==> src/icache_cfg.svh <==
`ifndef ICACHE_CFG_SVH
`define ICACHE_CFG_SVH

// byte offset within a line, 32-byte lines
`define ICACHE_LEN_LINE 5

// set index, 128 sets per way
`define ICACHE_LEN_INDEX 7

// whatever is left of the 32-bit address
`define ICACHE_LEN_TAG (32 - `ICACHE_LEN_LINE - `ICACHE_LEN_INDEX)

// words per line, also the burst length of a fill
`define ICACHE_NR_WORDS (1 << (`ICACHE_LEN_LINE - 2))

`endif

==> src/icache_pkg.sv <==
`default_nettype none

`include "icache_cfg.svh"

package icache_pkg;

    // address split as the arrays see it
    typedef struct packed {
        logic [`ICACHE_LEN_TAG-1:0]   tag;
        logic [`ICACHE_LEN_INDEX-1:0] index;
        logic [`ICACHE_LEN_LINE-3:0]  word;
        logic [1:0]                   byte_ofs;
    } icache_addr_fields_t;

    // raw form for the memory port, field form for the arrays
    typedef union packed {
        logic [31:0]         raw;
        icache_addr_fields_t f;
    } icache_addr_u;

    // lookup stage register
    typedef struct packed {
        logic         en;
        logic         no_cache;
        icache_addr_u addr;
        logic [1:0]   valid;
        logic         lru;
    } icache_req_t;

    // valid/lru write from refill, lru names the next victim
    typedef struct packed {
        logic                         we;
        logic [`ICACHE_LEN_INDEX-1:0] index;
        logic                         way;
        logic                         set_valid;
        logic                         lru;
    } icache_upd_t;

endpackage

`default_nettype wire

==> src/icache_refill.sv <==
`timescale 1ns/10ps
`default_nettype none

`include "icache_cfg.svh"

module icache_refill (
    input  wire                                  clk,
    input  wire                                  rst,
    input  wire  icache_pkg::icache_req_t        i_req,
    input  wire                                  i_hit,
    input  wire                                  i_hit_way,
    output logic [31:0]                          o_araddr,
    output logic [7:0]                           o_arlen,
    output logic [2:0]                           o_arsize,
    output logic                                 o_arvalid,
    input  wire                                  i_arready,
    input  wire  [31:0]                          i_rdata,
    input  wire                                  i_rvalid,
    input  wire                                  i_rlast,
    output logic                                 o_rready,
    output logic                                 o_stall,
    output logic                                 o_fwd_valid,
    output logic [31:0]                          o_fwd_data,
    output logic [1:0]                           o_ram_we,
    output logic [`ICACHE_LEN_INDEX-1:0]         o_ram_index,
    output logic [`ICACHE_LEN_LINE-3:0]          o_ram_word,
    output icache_pkg::icache_upd_t              o_upd
);
    import icache_pkg::*;

    localparam logic [1:0] ST_IDLE     = 2'd0;
    localparam logic [1:0] ST_UNCACHED = 2'd1;
    localparam logic [1:0] ST_FILL     = 2'd2;

    logic [1:0]                  state;
    logic                        victim;
    logic [`ICACHE_LEN_LINE-3:0] beat_cnt;
    logic                        beat;
    logic                        start;
    icache_addr_u                line_addr;

    assign beat  = o_rready & i_rvalid;
    // forward cycle still holds the old request, so no new miss then
    assign start = (state == ST_IDLE) & i_req.en & ~i_hit & ~o_fwd_valid;

    always_comb begin
        line_addr            = i_req.addr;
        line_addr.f.word     = '0;
        line_addr.f.byte_ofs = '0;
    end

    always_ff @(posedge clk) begin
        if (rst) begin
            state       <= ST_IDLE;
            o_arvalid   <= 1'b0;
            o_rready    <= 1'b0;
            o_fwd_valid <= 1'b0;
            beat_cnt    <= '0;
        end else begin
            o_fwd_valid <= 1'b0;
            if (o_arvalid && i_arready) begin
                o_arvalid <= 1'b0;
                o_rready  <= 1'b1;
            end
            case (state)
                ST_IDLE: begin
                    if (start) begin
                        o_arvalid <= 1'b1;
                        beat_cnt  <= '0;
                        state     <= i_req.no_cache ? ST_UNCACHED : ST_FILL;
                    end
                end
                ST_UNCACHED: begin
                    if (beat) begin
                        o_rready    <= 1'b0;
                        o_fwd_valid <= 1'b1;
                        state       <= ST_IDLE;
                    end
                end
                ST_FILL: begin
                    if (beat) begin
                        beat_cnt <= beat_cnt + 1'b1;
                        if (i_rlast) begin
                            o_rready    <= 1'b0;
                            o_fwd_valid <= 1'b1;
                            state       <= ST_IDLE;
                        end
                    end
                end
                default: begin
                    state <= ST_IDLE;
                end
            endcase
        end
    end

    // burst request and forwarded word
    always_ff @(posedge clk) begin
        if (start) begin
            o_araddr <= i_req.no_cache ? i_req.addr.raw : line_addr.raw;
            o_arlen  <= i_req.no_cache ? 8'd0 : 8'(`ICACHE_NR_WORDS - 1);
            victim   <= i_req.lru;
        end
        if (beat && (state == ST_UNCACHED || beat_cnt == i_req.addr.f.word)) begin
            o_fwd_data <= i_rdata;
        end
    end

    // always full 32-bit beats
    assign o_arsize = 3'd2;

    assign o_ram_we    = (beat && state == ST_FILL) ? (victim ? 2'b10 : 2'b01) : 2'b00;
    assign o_ram_index = i_req.addr.f.index;
    assign o_ram_word  = beat_cnt;

    assign o_stall = (state != ST_IDLE) | start;

    // mark the way just used as most recent
    always_comb begin
        o_upd       = '0;
        o_upd.index = i_req.addr.f.index;
        if (state == ST_FILL && beat && i_rlast) begin
            o_upd.we        = 1'b1;
            o_upd.way       = victim;
            o_upd.set_valid = 1'b1;
            o_upd.lru       = ~victim;
        end else if (state == ST_IDLE && i_hit) begin
            o_upd.we  = 1'b1;
            o_upd.way = i_hit_way;
            o_upd.lru = ~i_hit_way;
        end
    end

endmodule

`default_nettype wire

==> config.mk <==
export PLATFORM = sky130hd
export DESIGN_NAME = icache_refill
export DESIGN_NICKNAME = d
export VERILOG_FILES = /design/src/icache_pkg.sv /design/src/icache_refill.sv
export VERILOG_INCLUDE_DIRS = /design/src
export SDC_FILE = /design/constraint.sdc
export NUM_CORES = 1
export LEC_CHECK = 0
export BUFFER_PORTS_ARGS = -buffer_cell sky130_fd_sc_hd__buf_4
export CAP_MARGIN = 40
export CORE_AREA = 2 2 103 80
export DETAILED_ROUTE_END_ITERATION = 10
export DIE_AREA = 0 0 105 82
export GPL_TIMING_DRIVEN = 1
export PLACE_DENSITY_LB_ADDON = 0.15
export SLEW_MARGIN = 15
export SYNTH_ARGS = -nofsm -noshare
export SYNTH_HDL_FRONTEND = slang
export SYNTH_SLANG_ARGS = --single-unit
export TNS_END_PERCENT = 100
==> constraint.sdc <==
create_clock -name clk -period 2.45 [get_ports clk]
set_clock_uncertainty 0.15 [all_clocks]
set_input_delay 0.3675 -clock clk [delete_from_list [all_inputs] [get_ports clk]]
set_output_delay 0.3675 -clock clk [all_outputs]
set_load 0.005 [all_outputs]
==> reports/qor.yml, run 1 <==
clk_latency_ps: 330
ys_types: 35
fillers: 638
dp.cells: 423
regArea_um2: 2140
io_buffer_count: 167
ys_warn_count: 0
p_per_area_nw_per_um2: 676
dp_slack_ps: 364
grt_antenna_before_repair: 0
postRouteAntennaNets: 0
slew_viol_final: 0
leakage_nw: 1.77
syn-cell-area_um2: 2800
avgSynthCellArea_um2: 16.4
grt-ovfl-total: 0
vias_per_cell: 4.32
final_cell_mix: "169 x buf_4, 66 x edfxtp_1, 9 x clkbuf_8"
finalCriticalPeriod_ps: 2290
hpwl_um: 4630
crit_type: "flip-flop to primary output"
clock_path_buffers: 2
first_iter_violations: 91
endpoint_kind: "primary output"
drt_first_pass_iters: 4
cts_hold_buf: 0
floorplan.initialDensity_pct: 36.6
fmax_ghz: 0.436
fp.dieW_um: 105
status: "finished, final reports clean"
cts-root-buf: "clkbuf_8"
coreArea_um2: 7640
synthCells: 170
tns_ps: 0
rsz0062_at_grt: "no"
hold_violations: 0
layout-drive-gt1-share_pct: 57.0
via_count: 1899
whs_ps: 53.0
drv_cap: 0
vdd.ir_drop.worst_mv: 0.470
reg2reg_setup_slack_ps: 610
wire_per_inst_um: 14.0
ys_ff_latch: 74
ys_seq_area_share_pct: 76.6
worstSetupStartpointType: "flip-flop"
final.setup.worst_slack_ps: 157
grt_pass1_wl_um: 8720
cts.sinks: 74
nets: 410
grt_max_degree: 35
num_rows: 28
grt_use_total_pct: 13.5
die_area_um2: 8610
hp-class: "input pin to flip-flop"
cts_tree: "built"
grt_pass1_vias: 1674
cts-buffers-inserted: 9
crit_arrival_ps: 1780
cts-htree-levels: 3
worstPathRequired_ps: 1930
drc: 0
place_congestion: 0.819
period_share_pct: 93.6
diodes: 0
multiInputGateArea_um2: 454
area_delta_synth_final_pct: 50.9
finalSetupViolations: 0
final_common_cell: "buf_4"
cts.reportedPaths.clkPinSlew_ps: 80
finalNonFillerCells: 440
die_y_um: 82
total_power_w: 0.00285
io_pins: 178
wirelength_um: 6170
crit_fanout: 9
[timing repair]
action,in CTS,in global routing
pin swaps,1,0
resized for setup,0,2
endpoints found under the setup margin,1,1
buffers inserted,1,0
endpoints found under the hold margin,0,0
gates cloned,0,0
[report_power, final]
part	internal (W)	total (W)	switching, W	leakage (nW)
sequential	0.00148	0.00151	0.0000338	0.670
combinational	0.000289	0.000530	0.000240	1.02
clock	0.000369	0.000810	0.000441	0.0843
[cells in the mapped netlist]
| master | instances | area (µm²) |
|---|---|---|
| nor3b_1 | 1 | 7.51 |
| edfxtp_1 | 66 | 1980 |
| a2bb2oi_1 | 1 | 8.76 |
| mux2i_1 | 2 | 20.0 |
| o21ai_0 | 1 | 5.00 |
| or3b_4 | 1 | 11.3 |
| a2111o_1 | 1 | 11.3 |
| and2_1 | 5 | 31.3 |
| inv_2 | 1 | 3.75 |
| o211ai_1 | 1 | 7.51 |
| nor2b_1 | 1 | 6.26 |
| nand4bb_2 | 1 | 16.3 |
| or3_1 | 3 | 18.8 |
| clkbuf_1 | 1 | 3.75 |
| a211oi_2 | 1 | 12.5 |
| a211oi_1 | 1 | 7.51 |
| o22ai_1 | 1 | 6.26 |
| inv_1 | 8 | 30.0 |
| buf_2 | 1 | 5.00 |
| buf_4 | 25 | 188 |
| xnor2_1 | 3 | 26.3 |
| nand2b_1 | 5 | 31.3 |
| a21oi_1 | 2 | 10.0 |
| a211o_1 | 2 | 17.5 |
| nand4_1 | 2 | 12.5 |
| nand2_1 | 4 | 15.0 |
| ha_1 | 4 | 50.1 |
| o21ai_1 | 1 | 5.00 |
| nor2_1 | 4 | 15.0 |
| conb_1 | 2 | 7.51 |
| nand4b_1 | 2 | 17.5 |
| a31oi_1 | 3 | 18.8 |
| a22oi_1 | 1 | 7.51 |
| nand3_1 | 4 | 20.0 |
| dfxtp_1 | 8 | 160 |
[metrics by stage]
step           instance area [µm²]  util [%]
2_1_floorplan                 2820         -
3_3_place_gp                  4040      52.9
3_5_place_dp                  4040      52.9
4_1_cts                       4220      55.2
5_1_grt                       4220      55.3
6_report                      4220      55.3
[flip-flops by register name, indices dropped and copies added (netlist names)]
name         count
o_ram_word       3
o_fwd_data      32
state            2
o_araddr        32
o_fwd_valid      1
victim           1
o_arlen          1
o_rready         1
o_arvalid        1
[path summary, 6_finish.rpt]
| check | cells past startpoint | startpoint | to |
|---|---|---|---|
| max | 7 | state[0]$_SDFFE_PP0P_ | o_upd[0] |
| min | 1 | i_req[26] | o_araddr[23]$_DFFE_PP_ |
| max reg2reg | 5 | state[0]$_SDFFE_PP0P_ | o_araddr[11]$_DFFE_PP_ |
| min reg2reg | 2 | state[1]$_SDFFE_PP0P_ | state[1]$_SDFFE_PP0P_ |
[layout make-up]
cell class / instances / share of cell area, %
Inverter: 9 / 0.800
Sequential cell: 74 / 50.8
Timing Repair Buffer: 170 / 30.5
Tap cell: 105 / 3.11
Clock inverter: 6 / 1.01
Multi-Input combinational cell: 66 / 10.8
Clock buffer: 10 / 3.02
[critical path, cell delays in order, from the launching register on]
cell     delay (ps)
dfxtp_1         360
inv_1            80
ha_2            240
nand4_1         160
inv_2            60
or3_1           330
o21ai_1          80
buf_4           120
[logic make-up after synthesis]
kind of cell | count (synthesis) | synth area share (%)
compound gates | 16 | 4.21
xor+xnor | 3 | 0.940
fa+ha+maj | 4 | 1.79
buf+inv | 36 | 8.23
flops | 74 | 76.6
mux | 2 | 0.716
other cells | 2 | 0.269
simple gates | 33 | 7.25
[per-layer routing]
layer  vias to the layer above  track usage (%)  routed length (µm)
li1                        911                -                   -
met3                         2             7.54                 636
met4                         0             3.20                  24
met2                       116             19.8                2900
met5                         -                0                   0
met1                       870             17.5                2610
Note: power is estimated with default switching activity, not from simulation.
==> run 2: changes to the inputs <==
--- a/config.mk
+++ b/config.mk
@@ -8,2 +8,3 @@
 export LEC_CHECK = 0
+export ABC_AREA = 1
 export BUFFER_PORTS_ARGS = -buffer_cell sky130_fd_sc_hd__buf_4
--- a/constraint.sdc
+++ b/constraint.sdc
@@ -4,2 +4,2 @@
 set_output_delay 0.3675 -clock clk [all_outputs]
-set_load 0.005 [all_outputs]
+set_load 0.02 [all_outputs]
==> run 2 against run 1 <==
Sequential power barely moved; first-iteration DRC count fell by 9.9%; critical path depth rose by 1; die area did not move.
==> reports/qor.yml, run 2 <==
leakage_nw: 1.92  # +8.3%
coreArea_um2: 7640  # unchanged
wirelength_um: 6620  # +7.4%
io_buffer_count: 167  # unchanged
critPathMaxStageDelay_ps: 330  # -30 ps
worstSetupStartpointType: "flip-flop"
first_iter_violations: 82  # -9.9%
synthTopCellsByArea: "edfxtp_1 70%, buf_4 6.4%, dfxtp_1 5.7%"
wire_per_inst_um: 14.1  # +0.54%
synthCells: 198  # +16%
cts.sinks: 74  # unchanged
fp.dieW_um: 105  # unchanged
fmax_ghz: 0.440  # +0.93%
vias_per_cell: 4.19  # -3.0%
dp.cells: 454  # +7.3%
grt_use_total_pct: 14.7  # +1.2 points
nets: 440  # +7.3%
drv_cap: 0  # unchanged
io_pins: 178  # unchanged
cp_num_buf_inv: 4  # +1
crit_fanout: 5  # -4
final_core_util_pct: 55.7  # +0.46 points
vdd.ir_drop.worst_mv: 0.337  # -28%
tns_ps: 0  # unchanged
cts-htree-levels: 3  # unchanged
avgSynthCellArea_um2: 14.3  # -13%
final_common_cell: "buf_4"
grt_max_degree: 33  # -5.7%
finalSetupViolations: 0  # unchanged
crit_type: "flip-flop to primary output"
die_y_um: 82  # unchanged
cts_hold_buf: 0  # unchanged
clock_path_buffers: 2  # unchanged
p_per_area_nw_per_um2: 732  # +8.4%
r2r_start: "state[0]$_SDFFE_PP0P_"
grt_pass1_vias: 1730  # +3.3%
drc: 0  # unchanged
synth.most_common_cell: "edfxtp_1"
ys_top_cells_by_count: "66 x edfxtp_1, 32 x nand2_1, 24 x buf_4, 24 x inv_1, 10 x nor2_1"
ys_types: 25  # -29%
postRouteAntennaNets: 0  # unchanged
rsz0062_at_grt: "no"
worstPathRequired_ps: 1930  # about the same
synth_top_cell_by_area: "edfxtp_1"
num_rows: 28  # unchanged
final_cell_mix: "170 x buf_4, 66 x edfxtp_1, 32 x nand2_1"
crit_start: "state[0]$_SDFFE_PP0P_"
drt_first_pass_iters: 4  # unchanged
cp_top_family: "buffers and inverters"
cp_slowest_cell: "dfxtp_1"
synth_flop_cell: "edfxtp_1"
layout-drive-gt1-share_pct: 53.7  # -3.3 points
cts-buffers-inserted: 9  # unchanged
slew_viol_final: 0  # unchanged
period_share_pct: 92.7  # -0.86 points
syn-cell-area_um2: 2820  # +0.94%
path_cells: "inv_1 -> ha_1 -> inv_2 -> nor2_1 -> nand2_1 -> inv_1 -> o31ai_1 -> buf_4"
via_count: 1968  # +3.6%
path_common_cell: "inv_1"
grt_pass1_wl_um: 9290  # +6.5%
status: "finished, final reports clean"
diodes: 0  # unchanged
endpoint_kind: "primary output"
cts.reportedPaths.clkPinSlew_ps: 80  # about the same
cts_setup_buffers: 0  # -1
hold_violations: 0  # unchanged
ys_seq_area_share_pct: 75.9  # -0.71 points
place_congestion: 0.794  # -3.0%
hp-start: "i_req[16]"
clk_latency_ps: 340  # about the same
die_area_um2: 8610  # unchanged
synth-edff-count: 66  # unchanged
hp-class: "input pin to flip-flop"
crit_arrival_ps: 1750  # -30 ps
floorplan.initialDensity_pct: 37.0  # +0.34 points
finalCriticalPeriod_ps: 2270  # -21.1 ps
grt_antenna_before_repair: 0  # unchanged
grt-ovfl-total: 0  # unchanged
ctsResizeCount: 0  # unchanged
hpwl_um: 5070  # +9.6%
finalNonFillerCells: 470  # +6.8%
area_delta_synth_final_pct: 50.8
cts-root-buf: "clkbuf_8"
ys_warn_count: 0  # unchanged
ys_ff_latch: 74  # unchanged
synthArstFlopShare_pct: 0  # unchanged
yosysTopAreaCellShare_pct: 70.2  # -0.66 points
cts_tree: "built"
==> run 2: stage by stage <==
stage | hold WS (ps) | total power, W | worst slack, ps | instance area, µm²
after detailed placement | 330 | 0.00223 | 537 | 4060
after global routing | 21.5 | 0.00327 | 9.65 | 4260
final | 49.5 | 0.00312 | 178 | 4260
after global placement | 321 | 0.00222 | 557 | 4060
after floorplan | 280 | 0.00195 | 389 | 2850
after CTS | 29.3 | 0.00316 | 148 | 4260
==> run 2: cells by family after synthesis <==
family,synth area share (%)
adder cells (fa/ha/maj),1.77
AND/OR/NAND/NOR,9.13
flip-flops,75.9
buffers and inverters,10.2
AO/OA/AOI/OAI,2.08
other,0.266
XOR/XNOR,0.621
==> run 2: final cells by class <==
cell class | count | area [µm²]
Multi-Input combinational cell | 79 | 414
Tap cell | 105 | 131
Clock inverter | 6 | 66.3
Timing Repair Buffer | 170 | 1280
Clock buffer | 10 | 128
Fill cell | 674 | 3380
Inverter | 26 | 97.6
Sequential cell | 74 | 2140
==> run 2: per-layer routing <==
metal,vias up,routed length [µm],GRT usage [%]
met4,0,98,6.00
met3,10,472,5.00
met5,-,0,0
met2,93,3250,23.7
met1,909,2800,18.5
li1,956,-,-
==> run 2: path summary, 6_finish.rpt <==
path,to,slack (ps),cells after the start
max reg2reg,o_araddr[22]$_DFFE_PP_,560,7
min,o_araddr[13]$_DFFE_PP_,50,1
max,o_upd[0],180,8
min reg2reg,o_arvalid$_SDFF_PP0_,340,2
==> run 2: report_power, final <==
part           internal (W)  leakage [nW]  total (W)  switching [W]
logic              0.000285          1.16   0.000688       0.000403
clock network      0.000472        0.0889   0.000920       0.000449
registers           0.00148         0.669    0.00151      0.0000290
