**config.mk**
```make
export PLATFORM = sky130hd
export DESIGN_NAME = icache_lookup
export DESIGN_NICKNAME = d
export VERILOG_FILES = /design/src/icache_pkg.sv /design/src/icache_lookup.sv
export VERILOG_INCLUDE_DIRS = /design/src
export SDC_FILE = /design/constraint.sdc
export NUM_CORES = 1
export LEC_CHECK = 0
export ABC_AREA = 1
export ABC_CLOCK_PERIOD_IN_PS = 2200
export BUFFER_PORTS_ARGS = -buffer_cell sky130_fd_sc_hd__buf_4
export CAP_MARGIN = 0
export CORE_MARGIN = 1
export CORE_UTILIZATION = 59
export DETAILED_ROUTE_END_ITERATION = 8
export PLACE_DENSITY_LB_ADDON = 0.2
export SLEW_MARGIN = 20
export SYNTH_ARGS = -nofsm -noshare
export SYNTH_HDL_FRONTEND = slang
export SYNTH_SLANG_ARGS = --single-unit
```
**constraint.sdc**
```tcl
create_clock -name clk -period 2.2 [get_ports clk]
set_input_delay 0.22 -clock clk [delete_from_list [all_inputs] [get_ports clk]]
set_output_delay 0.22 -clock clk [all_outputs]
set_load 0.01 [all_outputs]
```
**src/icache_cfg.svh**
```systemverilog
`ifndef ICACHE_CFG_SVH
`define ICACHE_CFG_SVH

// byte offset within a line, 32-byte lines
`define ICACHE_LEN_LINE 5

// set index, 128 sets per way
`define ICACHE_LEN_INDEX 7

// whatever is left of the 32-bit address
`define ICACHE_LEN_TAG (32 - `ICACHE_LEN_LINE - `ICACHE_LEN_INDEX)

// words per line, also the burst length of a fill
`define ICACHE_NR_WORDS (1 << (`ICACHE_LEN_LINE - 2))

`endif

```
**src/icache_pkg.sv**
```systemverilog
`default_nettype none

`include "icache_cfg.svh"

package icache_pkg;

    // address split as the arrays see it
    typedef struct packed {
        logic [`ICACHE_LEN_TAG-1:0]   tag;
        logic [`ICACHE_LEN_INDEX-1:0] index;
        logic [`ICACHE_LEN_LINE-3:0]  word;
        logic [1:0]                   byte_ofs;
    } icache_addr_fields_t;

    // raw form for the memory port, field form for the arrays
    typedef union packed {
        logic [31:0]         raw;
        icache_addr_fields_t f;
    } icache_addr_u;

    // lookup stage register
    typedef struct packed {
        logic         en;
        logic         no_cache;
        icache_addr_u addr;
        logic [1:0]   valid;
        logic         lru;
    } icache_req_t;

    // valid/lru write from refill, lru names the next victim
    typedef struct packed {
        logic                         we;
        logic [`ICACHE_LEN_INDEX-1:0] index;
        logic                         way;
        logic                         set_valid;
        logic                         lru;
    } icache_upd_t;

endpackage

`default_nettype wire

```
**src/icache_lookup.sv**
```systemverilog
`timescale 1ns/10ps
`default_nettype none

`include "icache_cfg.svh"

module icache_lookup (
    input  wire                                      clk,
    input  wire                                      rst,
    input  wire  icache_pkg::icache_addr_u           i_inst_addr,
    input  wire                                      i_inst_en,
    input  wire                                      i_no_cache,
    input  wire                                      i_hold,
    input  wire                                      i_stall,
    input  wire  icache_pkg::icache_upd_t            i_upd,
    input  wire  [1:0][`ICACHE_LEN_TAG-1:0]          i_way_tag,
    input  wire  [1:0][31:0]                         i_way_data,
    output logic                                     o_capture,
    output icache_pkg::icache_req_t                  o_req,
    output logic                                     o_hit,
    output logic                                     o_hit_way,
    output logic [31:0]                              o_hit_data
);
    import icache_pkg::*;

    localparam int NR_SETS = 1 << `ICACHE_LEN_INDEX;

    logic [1:0]  valid_q [NR_SETS];
    logic        lru_q [NR_SETS];
    icache_req_t req_q;
    logic [1:0]  valid_rd;
    logic        lru_rd;
    logic [1:0]  way_hit;

    assign o_capture = ~i_stall & ~i_hold;

    // same-cycle update from refill is bypassed into the read
    always_comb begin
        valid_rd = valid_q[i_inst_addr.f.index];
        lru_rd   = lru_q[i_inst_addr.f.index];
        if (i_upd.we && i_upd.index == i_inst_addr.f.index) begin
            if (i_upd.set_valid) begin
                valid_rd[i_upd.way] = 1'b1;
            end
            lru_rd = i_upd.lru;
        end
    end

    always_ff @(posedge clk) begin
        if (rst) begin
            req_q <= '0;
        end else if (o_capture) begin
            req_q.en       <= i_inst_en;
            req_q.no_cache <= i_no_cache;
            req_q.addr     <= i_inst_addr;
            req_q.valid    <= valid_rd;
            req_q.lru      <= lru_rd;
        end
    end

    always_ff @(posedge clk) begin
        if (rst) begin
            for (int s = 0; s < NR_SETS; s++) begin
                valid_q[s] <= 2'b00;
                lru_q[s]   <= 1'b0;
            end
        end else if (i_upd.we) begin
            if (i_upd.set_valid) begin
                valid_q[i_upd.index][i_upd.way] <= 1'b1;
            end
            lru_q[i_upd.index] <= i_upd.lru;
        end
    end

    // tag compare against ram output of the captured fetch
    assign way_hit[0] = req_q.valid[0] & (i_way_tag[0] == req_q.addr.f.tag);
    assign way_hit[1] = req_q.valid[1] & (i_way_tag[1] == req_q.addr.f.tag);

    assign o_hit      = req_q.en & ~req_q.no_cache & (|way_hit);
    assign o_hit_way  = way_hit[1];
    assign o_hit_data = i_way_data[way_hit[1]];
    assign o_req      = req_q;

endmodule

`default_nettype wire

```
==> results of run 1 <==
==> per-layer routing <==
layer	vias up	wire length, microns
met2	1153	31100
met5	-	0
li1	9662	-
met4	0	2670
met1	9661	24800
met3	225	6520
==> worst paths after layout <==
check,from,slack [ns],endpoint
hold reg to reg,valid_q[58][1]$_DFF_P_,0.45,valid_q[58][1]$_DFF_P_
setup reg to reg,valid_q[118][0]$_DFF_P_,0.49,o_req[1]$_SDFFE_PP0P_
hold / removal,i_inst_addr[22],0.009,o_req[25]$_SDFFE_PP0P_
setup / recovery,o_req[28]$_SDFFE_PP0P_,-0.31,o_hit_data[15]
==> registers in the layout (all words and copies together), names as in the netlist <==
name and cells:
lru_q 128, o_req 37, valid_q 256
==> layout by cell type, fill, tap and decap left out, types with 23 or more instances in the layout <==
master	netlist	layout
a21oi_1	83	82
buf_12	0	29
buf_4	14	261
buf_6	9	23
clkbuf_16	0	47
dfxtp_1	293	286
edfxtp_1	128	128
inv_1	167	156
nand2_1	933	898
nand3_1	212	209
nor2_1	376	372
o21ai_0	356	354
==> Yosys cell counts, drive strengths merged <==
master | instances | area, sq um
nand2 | 933 | 3500
a21oi | 85 | 433
edfxtp | 128 | 3840
nor3 | 9 | 85.1
a31oi | 1 | 6.26
clkbuf | 138 | 518
nand3 | 212 | 1060
o22ai | 19 | 119
buf | 73 | 449
a221oi | 2 | 17.5
nor2 | 376 | 1410
dfxtp | 293 | 5870
o21ai | 365 | 1830
a22o | 2 | 17.5
a2111oi | 1 | 8.76
or2 | 1 | 6.26
nand4 | 2 | 12.5
a211oi | 3 | 22.5
inv | 175 | 657
nor4b | 1 | 8.76
nor4 | 3 | 25.0
xnor2 | 9 | 78.8
o31ai | 16 | 120
o221ai | 20 | 175
xor2 | 11 | 96.3
==> cells by family (layout without fill, tap and decap cells) <==
logic type                count (synthesis)  in the layout
xor gates and xnor gates                 20             20
DFF                                     421            421
other                                     0              1
buffers and inverters                   386            593
AOI/OAI and AO/OA                       514            514
and+or+nand+nor                        1537           1537
==> critical path: cells and delay by family (launching register included) <==
| family | cells | cell delay [ns] |
|---|---|---|
| simple gates | 5 | 0.60 |
| buf+inv | 4 | 0.53 |
| flops | 1 | 0.32 |
| compound gates | 2 | 0.31 |
==> repair_timing <==
action,in CTS,in global routing
pin swaps,3,13
setup endpoints to repair,34,34
endpoints found under the hold margin,22,0
gates resized for setup,18,96
gates cloned,1,2
hold buffers,22,0
setup buffers,1,3
==> layout make-up <==
type	count	area [sq um]	area share
antenna	1	2.50	0.000101
clock buffer	68	1330	0.0534
clock inverter	12	110	0.00443
inverter	175	677	0.0273
multi-input combinational	2071	9340	0.376
sequential	421	9720	0.392
tap	448	561	0.0226
timing repair buffer	338	3100	0.125
==> report_power, final <==
group	switching, mW	internal, mW	leakage (nW)	total (mW)
Combinational	1.29	0.780	5.56	2.07
Sequential	0.0752	8.16	3.58	8.23
Clock	3.03	4.37	0.717	7.41
Total	4.40	13.3	9.86	17.7
==> out/metrics.cfg, run 1 <==
[outcome]
status=finished with violations
violations=setup timing

[timing]
finalHoldViolCount=0
setup_ws_ns=-0.311
setup_tns_ns=-8.37
max_freq_ghz=0.398
fin_crit_ns=2.51
tightest_slew_ns=0.917
rsz0062_at_grt=yes
final_max_slew_viol_count=0
fin_skew_ns=0.0160
setup_viol=34
slew-limit-headroom=0.388
whs_ns=0.00869
finalCritPeriodShare=1.14

[critical_path]
worstPathRequired_ns=1.98
cp-start-kind=flop
slowest_stage=dfxtp_1
critPathCaptureType=primary output
crit_type=reg2out
reg2reg_depth=8
crit_path_cell_trace=inv_2 -> o22ai_1 -> a221oi_1 -> nand2_1 -> nor2_2 -> nand3_4 -> inv_8 -> clkbuf_16 -> nand2_4 -> nand2_2 -> buf_6
path_max_fanout=8
crit_arrival_ns=2.29
critPathMaxStageDelay_ns=0.32

[clock_network]
ctsRootBufferMaster=clkbuf_16
numCtsBuffers=44
clk_latency_ns=0.54
htreeDepth=2
cts_tree=yes
clkSinkCount=421
clock_path_buffers=3
clkSlewWorstSetupHoldPaths_ns=0.06

[die]
start_util=0.603
row_count=67
io_pins=225
die_w_microns=188
core_sq_um=33800
die_y_microns=188
die-area_sq_um=35300

[synthesis]
yosys.area_share.xor_xnor=0.00860
synth_adder_area_share=0
seq_area_frac_synth=0.477
yosys_warnings=0
postSynthAreaPerCell_sq_um=7.08
syn_area_sq_um=20400
syn_nets=3031
synth_cells=2878
synth_compound_area_frac=0.135
synth_top_family_by_area=simple AND/OR/NAND/NOR gates
yosysUniqueCellTypes=33
synth_simple_gate_area_frac=0.300
synth_mux_area_frac=0
synth-seq-cells=421

[worst_hold_path]
hp-class=in2reg
hold_depth=3

[layout]
fin_nets=3204
drive_gt1_frac=0.154
fin_area_sq_um=24800
post-route-util=0.735
stdcell_count=3534
fill_cells=2613
synthToLayoutAreaGrowth_pct=21.9

[grt]
use_met3=0.0524
gr-usage-met1=0.451
antenna_found_initial=1
grt_pass1_vias=19600
grt_busiest_layer=met2
grt.met2_usage=0.595
globalRouteTotalUtil=0.353
grt_pass1_wl_microns=100000
grt_overflow=0
grt_max_degree=90

[route]
wl_per_cell_microns=18.4
final_antenna_net_count=0
vias_per_cell=5.86
num_vias=20700
drt_iter0_drc=2407
drc_errors=0
drt_wl_total_microns=65100
dr.pass1.iters=8

[power_and_ir_drop]
total_leakage_power_nw=9.86
ir_drop_v=0.000604
powerDensity_nw_per_um2=713
finalPower_mw=17.7

[placed_design]
dp_slack_ns=0.164
place.gp.congestion=0.950
port_buffers=224
post-dp-hpwl_microns=40500
dpl_cell_area_sq_um=22700
dp.cells=3424

[flow_run]
maxCapViolations=0

No activity file was read; power rests on OpenSTA's default activity.
==> run 2: changes to the inputs <==
--- a/config.mk
+++ b/config.mk
@@ -6,7 +6,6 @@
 export SDC_FILE = /design/constraint.sdc
 export NUM_CORES = 1
 export LEC_CHECK = 0
-export ABC_AREA = 1
 export ABC_CLOCK_PERIOD_IN_PS = 2200
 export BUFFER_PORTS_ARGS = -buffer_cell sky130_fd_sc_hd__buf_4
 export CAP_MARGIN = 0
==> run 2 against run 1 <==
- the flow still finishes with violations (setup timing)
- final area fell by 1.8%
- highest routed layer unchanged
- non-clock buffer count rose by 15
- hold slack better by 0.065 ns
- combinational power decreased by 7%
- die area fell by 2.0%
- clock power is essentially flat
- largest power group unchanged
==> out/metrics.cfg, run 2 <==
[timing]
tightest_slew_ns=0.893  ; was 0.917 ns
fin_skew_ns=0.0131  ; was 0.0160 ns
setup_ws_ns=-0.482  ; was -0.311 ns
max_freq_ghz=0.373  ; was 0.398 GHz
setup_viol=34  ; unchanged
finalCritPeriodShare=1.22  ; was 1.14
setup_tns_ns=-15.41  ; was -8.37 ns
fin_crit_ns=2.68  ; was 2.51 ns
whs_ns=0.0733  ; was 0.00869 ns
final_max_slew_viol_count=0  ; unchanged
slew-limit-headroom=0.404  ; was 0.388
rsz0062_at_grt=yes  ; unchanged
finalHoldViolCount=0  ; unchanged

[grt]
globalRouteTotalUtil=0.346  ; was 0.353
grt_max_degree=183  ; was 90
grt_overflow=0  ; unchanged
grt_pass1_wl_microns=92300  ; was 100000 microns
grt_pass1_vias=16800  ; was 19600
antenna_found_initial=1  ; unchanged

[synthesis]
synth_cells=2095  ; was 2878
yosys.area_share.xor_xnor=0.0206  ; was 0.00860
synth_mux_area_frac=0.114  ; was 0
seq_area_frac_synth=0.486  ; was 0.477
synth_compound_area_frac=0.170  ; was 0.135
synthArstFlopShare=0  ; unchanged
synth_edf_count=128  ; unchanged
syn_nets=2248  ; was 3031
postSynthAreaPerCell_sq_um=9.53  ; was 7.08 sq um
ys.flop_type=dfxtp_1  ; unchanged
synthTopCellsByArea=dfxtp_1 (29%), edfxtp_1 (19%), mux4_2 (8.7%)  ; was dfxtp_1 (29%), edfxtp_1 (19%), nand2_1 (17%)
synth_simple_gate_area_frac=0.116  ; was 0.300
yosys-top-cells-count=nand2_1 (322), dfxtp_1 (293), o22ai_1 (266)  ; was nand2_1 (933), nor2_1 (376), o21ai_0 (356)
yosysUniqueCellTypes=53  ; was 33
synth_top_family_by_area=compound AO/OA/AOI/OAI gates  ; was simple AND/OR/NAND/NOR gates
synth_top_area_frac=0.294  ; was 0.288
yosys.area.top_type=dfxtp_1  ; unchanged
synth-seq-cells=421  ; unchanged
yosys_warnings=0  ; unchanged
syn_area_sq_um=20000  ; was 20400 sq um
synth_adder_area_share=0  ; unchanged
synthMostInstantiatedCell=nand2_1  ; unchanged

[critical_path]
path_max_fanout=16  ; was 8
cp-start-kind=flop  ; unchanged
crit_type=reg2out  ; unchanged
critPathCaptureType=primary output  ; unchanged
worstPathRequired_ns=1.98  ; about the same
r2r-start=valid_q[88][0]$_DFF_P_  ; was valid_q[118][0]$_DFF_P_
crit_arrival_ns=2.46  ; was 2.29 ns
startpoint=o_req[29]$_SDFFE_PP0P_  ; was o_req[28]$_SDFFE_PP0P_

[layout]
seqCellArea_sq_um=9730  ; was 9720 sq um
top_register=valid_q  ; unchanged
drive_gt1_frac=0.278  ; was 0.154
fin_nets=2443  ; was 3204
fill_cells=2184  ; was 2613
antenna_cells=0  ; was 1
synthToLayoutAreaGrowth_pct=22.2  ; was 21.9%
multi_input_comb_area_sq_um=8630  ; was 9340 sq um
largest_reg_flops=256  ; unchanged
stdcell_count=2766  ; was 3534
final_cell_mix=nand2_1 (319), buf_4 (291), dfxtp_1 (285), o22ai_1 (266), inv_1 (259)  ; was nand2_1 (898), nor2_1 (372), o21ai_0 (354), dfxtp_1 (286), buf_4 (261)
layout_commonest_cell=nand2_1  ; unchanged
post-route-util=0.740  ; was 0.735
fin_area_sq_um=24400  ; was 24800 sq um

[placed_design]
place.gp.congestion=0.912  ; was 0.950
dp.cells=2655  ; was 3424
post-dp-hpwl_microns=38300  ; was 40500 microns
dpl_cell_area_sq_um=22400  ; was 22700 sq um
port_buffers=224  ; unchanged
dp_slack_ns=-0.146  ; was 0.164 ns

[route]
routed.top_layer=met4  ; unchanged
drc_errors=0  ; unchanged
dr_wl_met3_microns=5860  ; was 6520 microns
wl_per_cell_microns=22.5  ; was 18.4 microns
route.met2.wl_microns=30200  ; was 31100 microns
final_antenna_net_count=0  ; unchanged
drt_wl_total_microns=62200  ; was 65100 microns
drt_iter0_drc=2102  ; was 2407
num_vias=17600  ; was 20700
wl_met1_microns=23600  ; was 24800 microns
dr.pass1.iters=5  ; was 8
vias_per_cell=6.36  ; was 5.86

[clock_network]
htreeDepth=2  ; unchanged
ctsRootBufferMaster=clkbuf_16  ; unchanged
clkSlewWorstSetupHoldPaths_ns=0.06  ; about the same
clkSinkCount=421  ; unchanged
clk_latency_ns=0.54  ; about the same
clock_path_buffers=3  ; unchanged
cts_tree=yes  ; unchanged
numCtsBuffers=43  ; was 44

[power_and_ir_drop]
total_leakage_power_nw=8.57  ; was 9.86 nW
powerDensity_nw_per_um2=719  ; was 713 nW/um^2
finalPower_mw=17.5  ; was 17.7 mW
ir_drop_v=0.000688  ; was 0.000604 V

[die]
die-area_sq_um=34600  ; was 35300 sq um
start_util=0.606  ; was 0.603
core_sq_um=32900  ; was 33800 sq um
die_y_microns=186  ; was 188 microns
die_w_microns=186  ; was 188 microns
io_pins=225  ; unchanged
row_count=66  ; was 67

[flow_run]
maxCapViolations=0  ; unchanged

[worst_hold_path]
min_from=i_inst_addr[11]  ; was i_inst_addr[22]
hp-class=in2reg  ; unchanged

[outcome]
violations=setup timing  ; unchanged
status=finished with violations  ; unchanged

[run 2: cell families after synthesis]
| family | Yosys count |
|---|---|
| flops | 421 |
| compound gates | 486 |
| xor+xnor | 47 |
| buf+inv | 463 |
| simple gates | 560 |
| mux | 118 |
[run 2: area by class of cell]
cell class | count | area share
multi-input combinational | 1211 | 0.354
inverter | 260 | 0.0400
sequential | 421 | 0.399
timing repair buffer | 353 | 0.126
tap | 442 | 0.0227
clock inverter | 16 | 0.00652
clock buffer | 63 | 0.0518
[run 2: routing by layer]
layer / vias to the layer above / track usage
met4: 0 / 0.149
met2: 1094 / 0.565
met3: 202 / 0.0626
met5: - / 0
li1: 7801 / -
met1: 8481 / 0.452
[run 2: timing repair]
item,in CTS,in global routing
hold buffers,28,0
hold endpoints to repair,33,0
pin swaps,2,11
gates resized for setup,19,30
setup endpoints to repair,34,35
gates cloned,0,2
buffers inserted,0,2
[run 2: critical path, cell delays in order, from the launching register on]
cell and delay, ns:
dfxtp_2 0.35, xnor2_2 0.22, nand4_1 0.19, nor4_2 0.36, and4_4 0.35, clkbuf_16 0.20, nand2_1 0.07, nand2_1 0.07
buf_4 0.12
[run 2: worst paths after layout]
| check | end | slack [ns] | depth (start not counted) |
|---|---|---|---|
| worst max register to register | o_req[1]$_SDFFE_PP0P_ | 0.08 | 7 |
| worst min-delay path | o_req[14]$_SDFFE_PP0P_ | 0.07 | 3 |
| worst min register to register | valid_q[13][1]$_DFF_P_ | 0.46 | 2 |
| worst max-delay path | o_hit_data[23] | -0.48 | 8 |
[run 2: power by group]
group / internal (mW) / total [mW] / switching [mW] / leakage (nW)
Combinational: 0.867 / 1.93 / 1.06 / 4.28
Clock: 4.34 / 7.38 / 3.04 / 0.704
Sequential: 8.15 / 8.23 / 0.0879 / 3.58
Total: 13.4 / 17.5 / 4.18 / 8.57
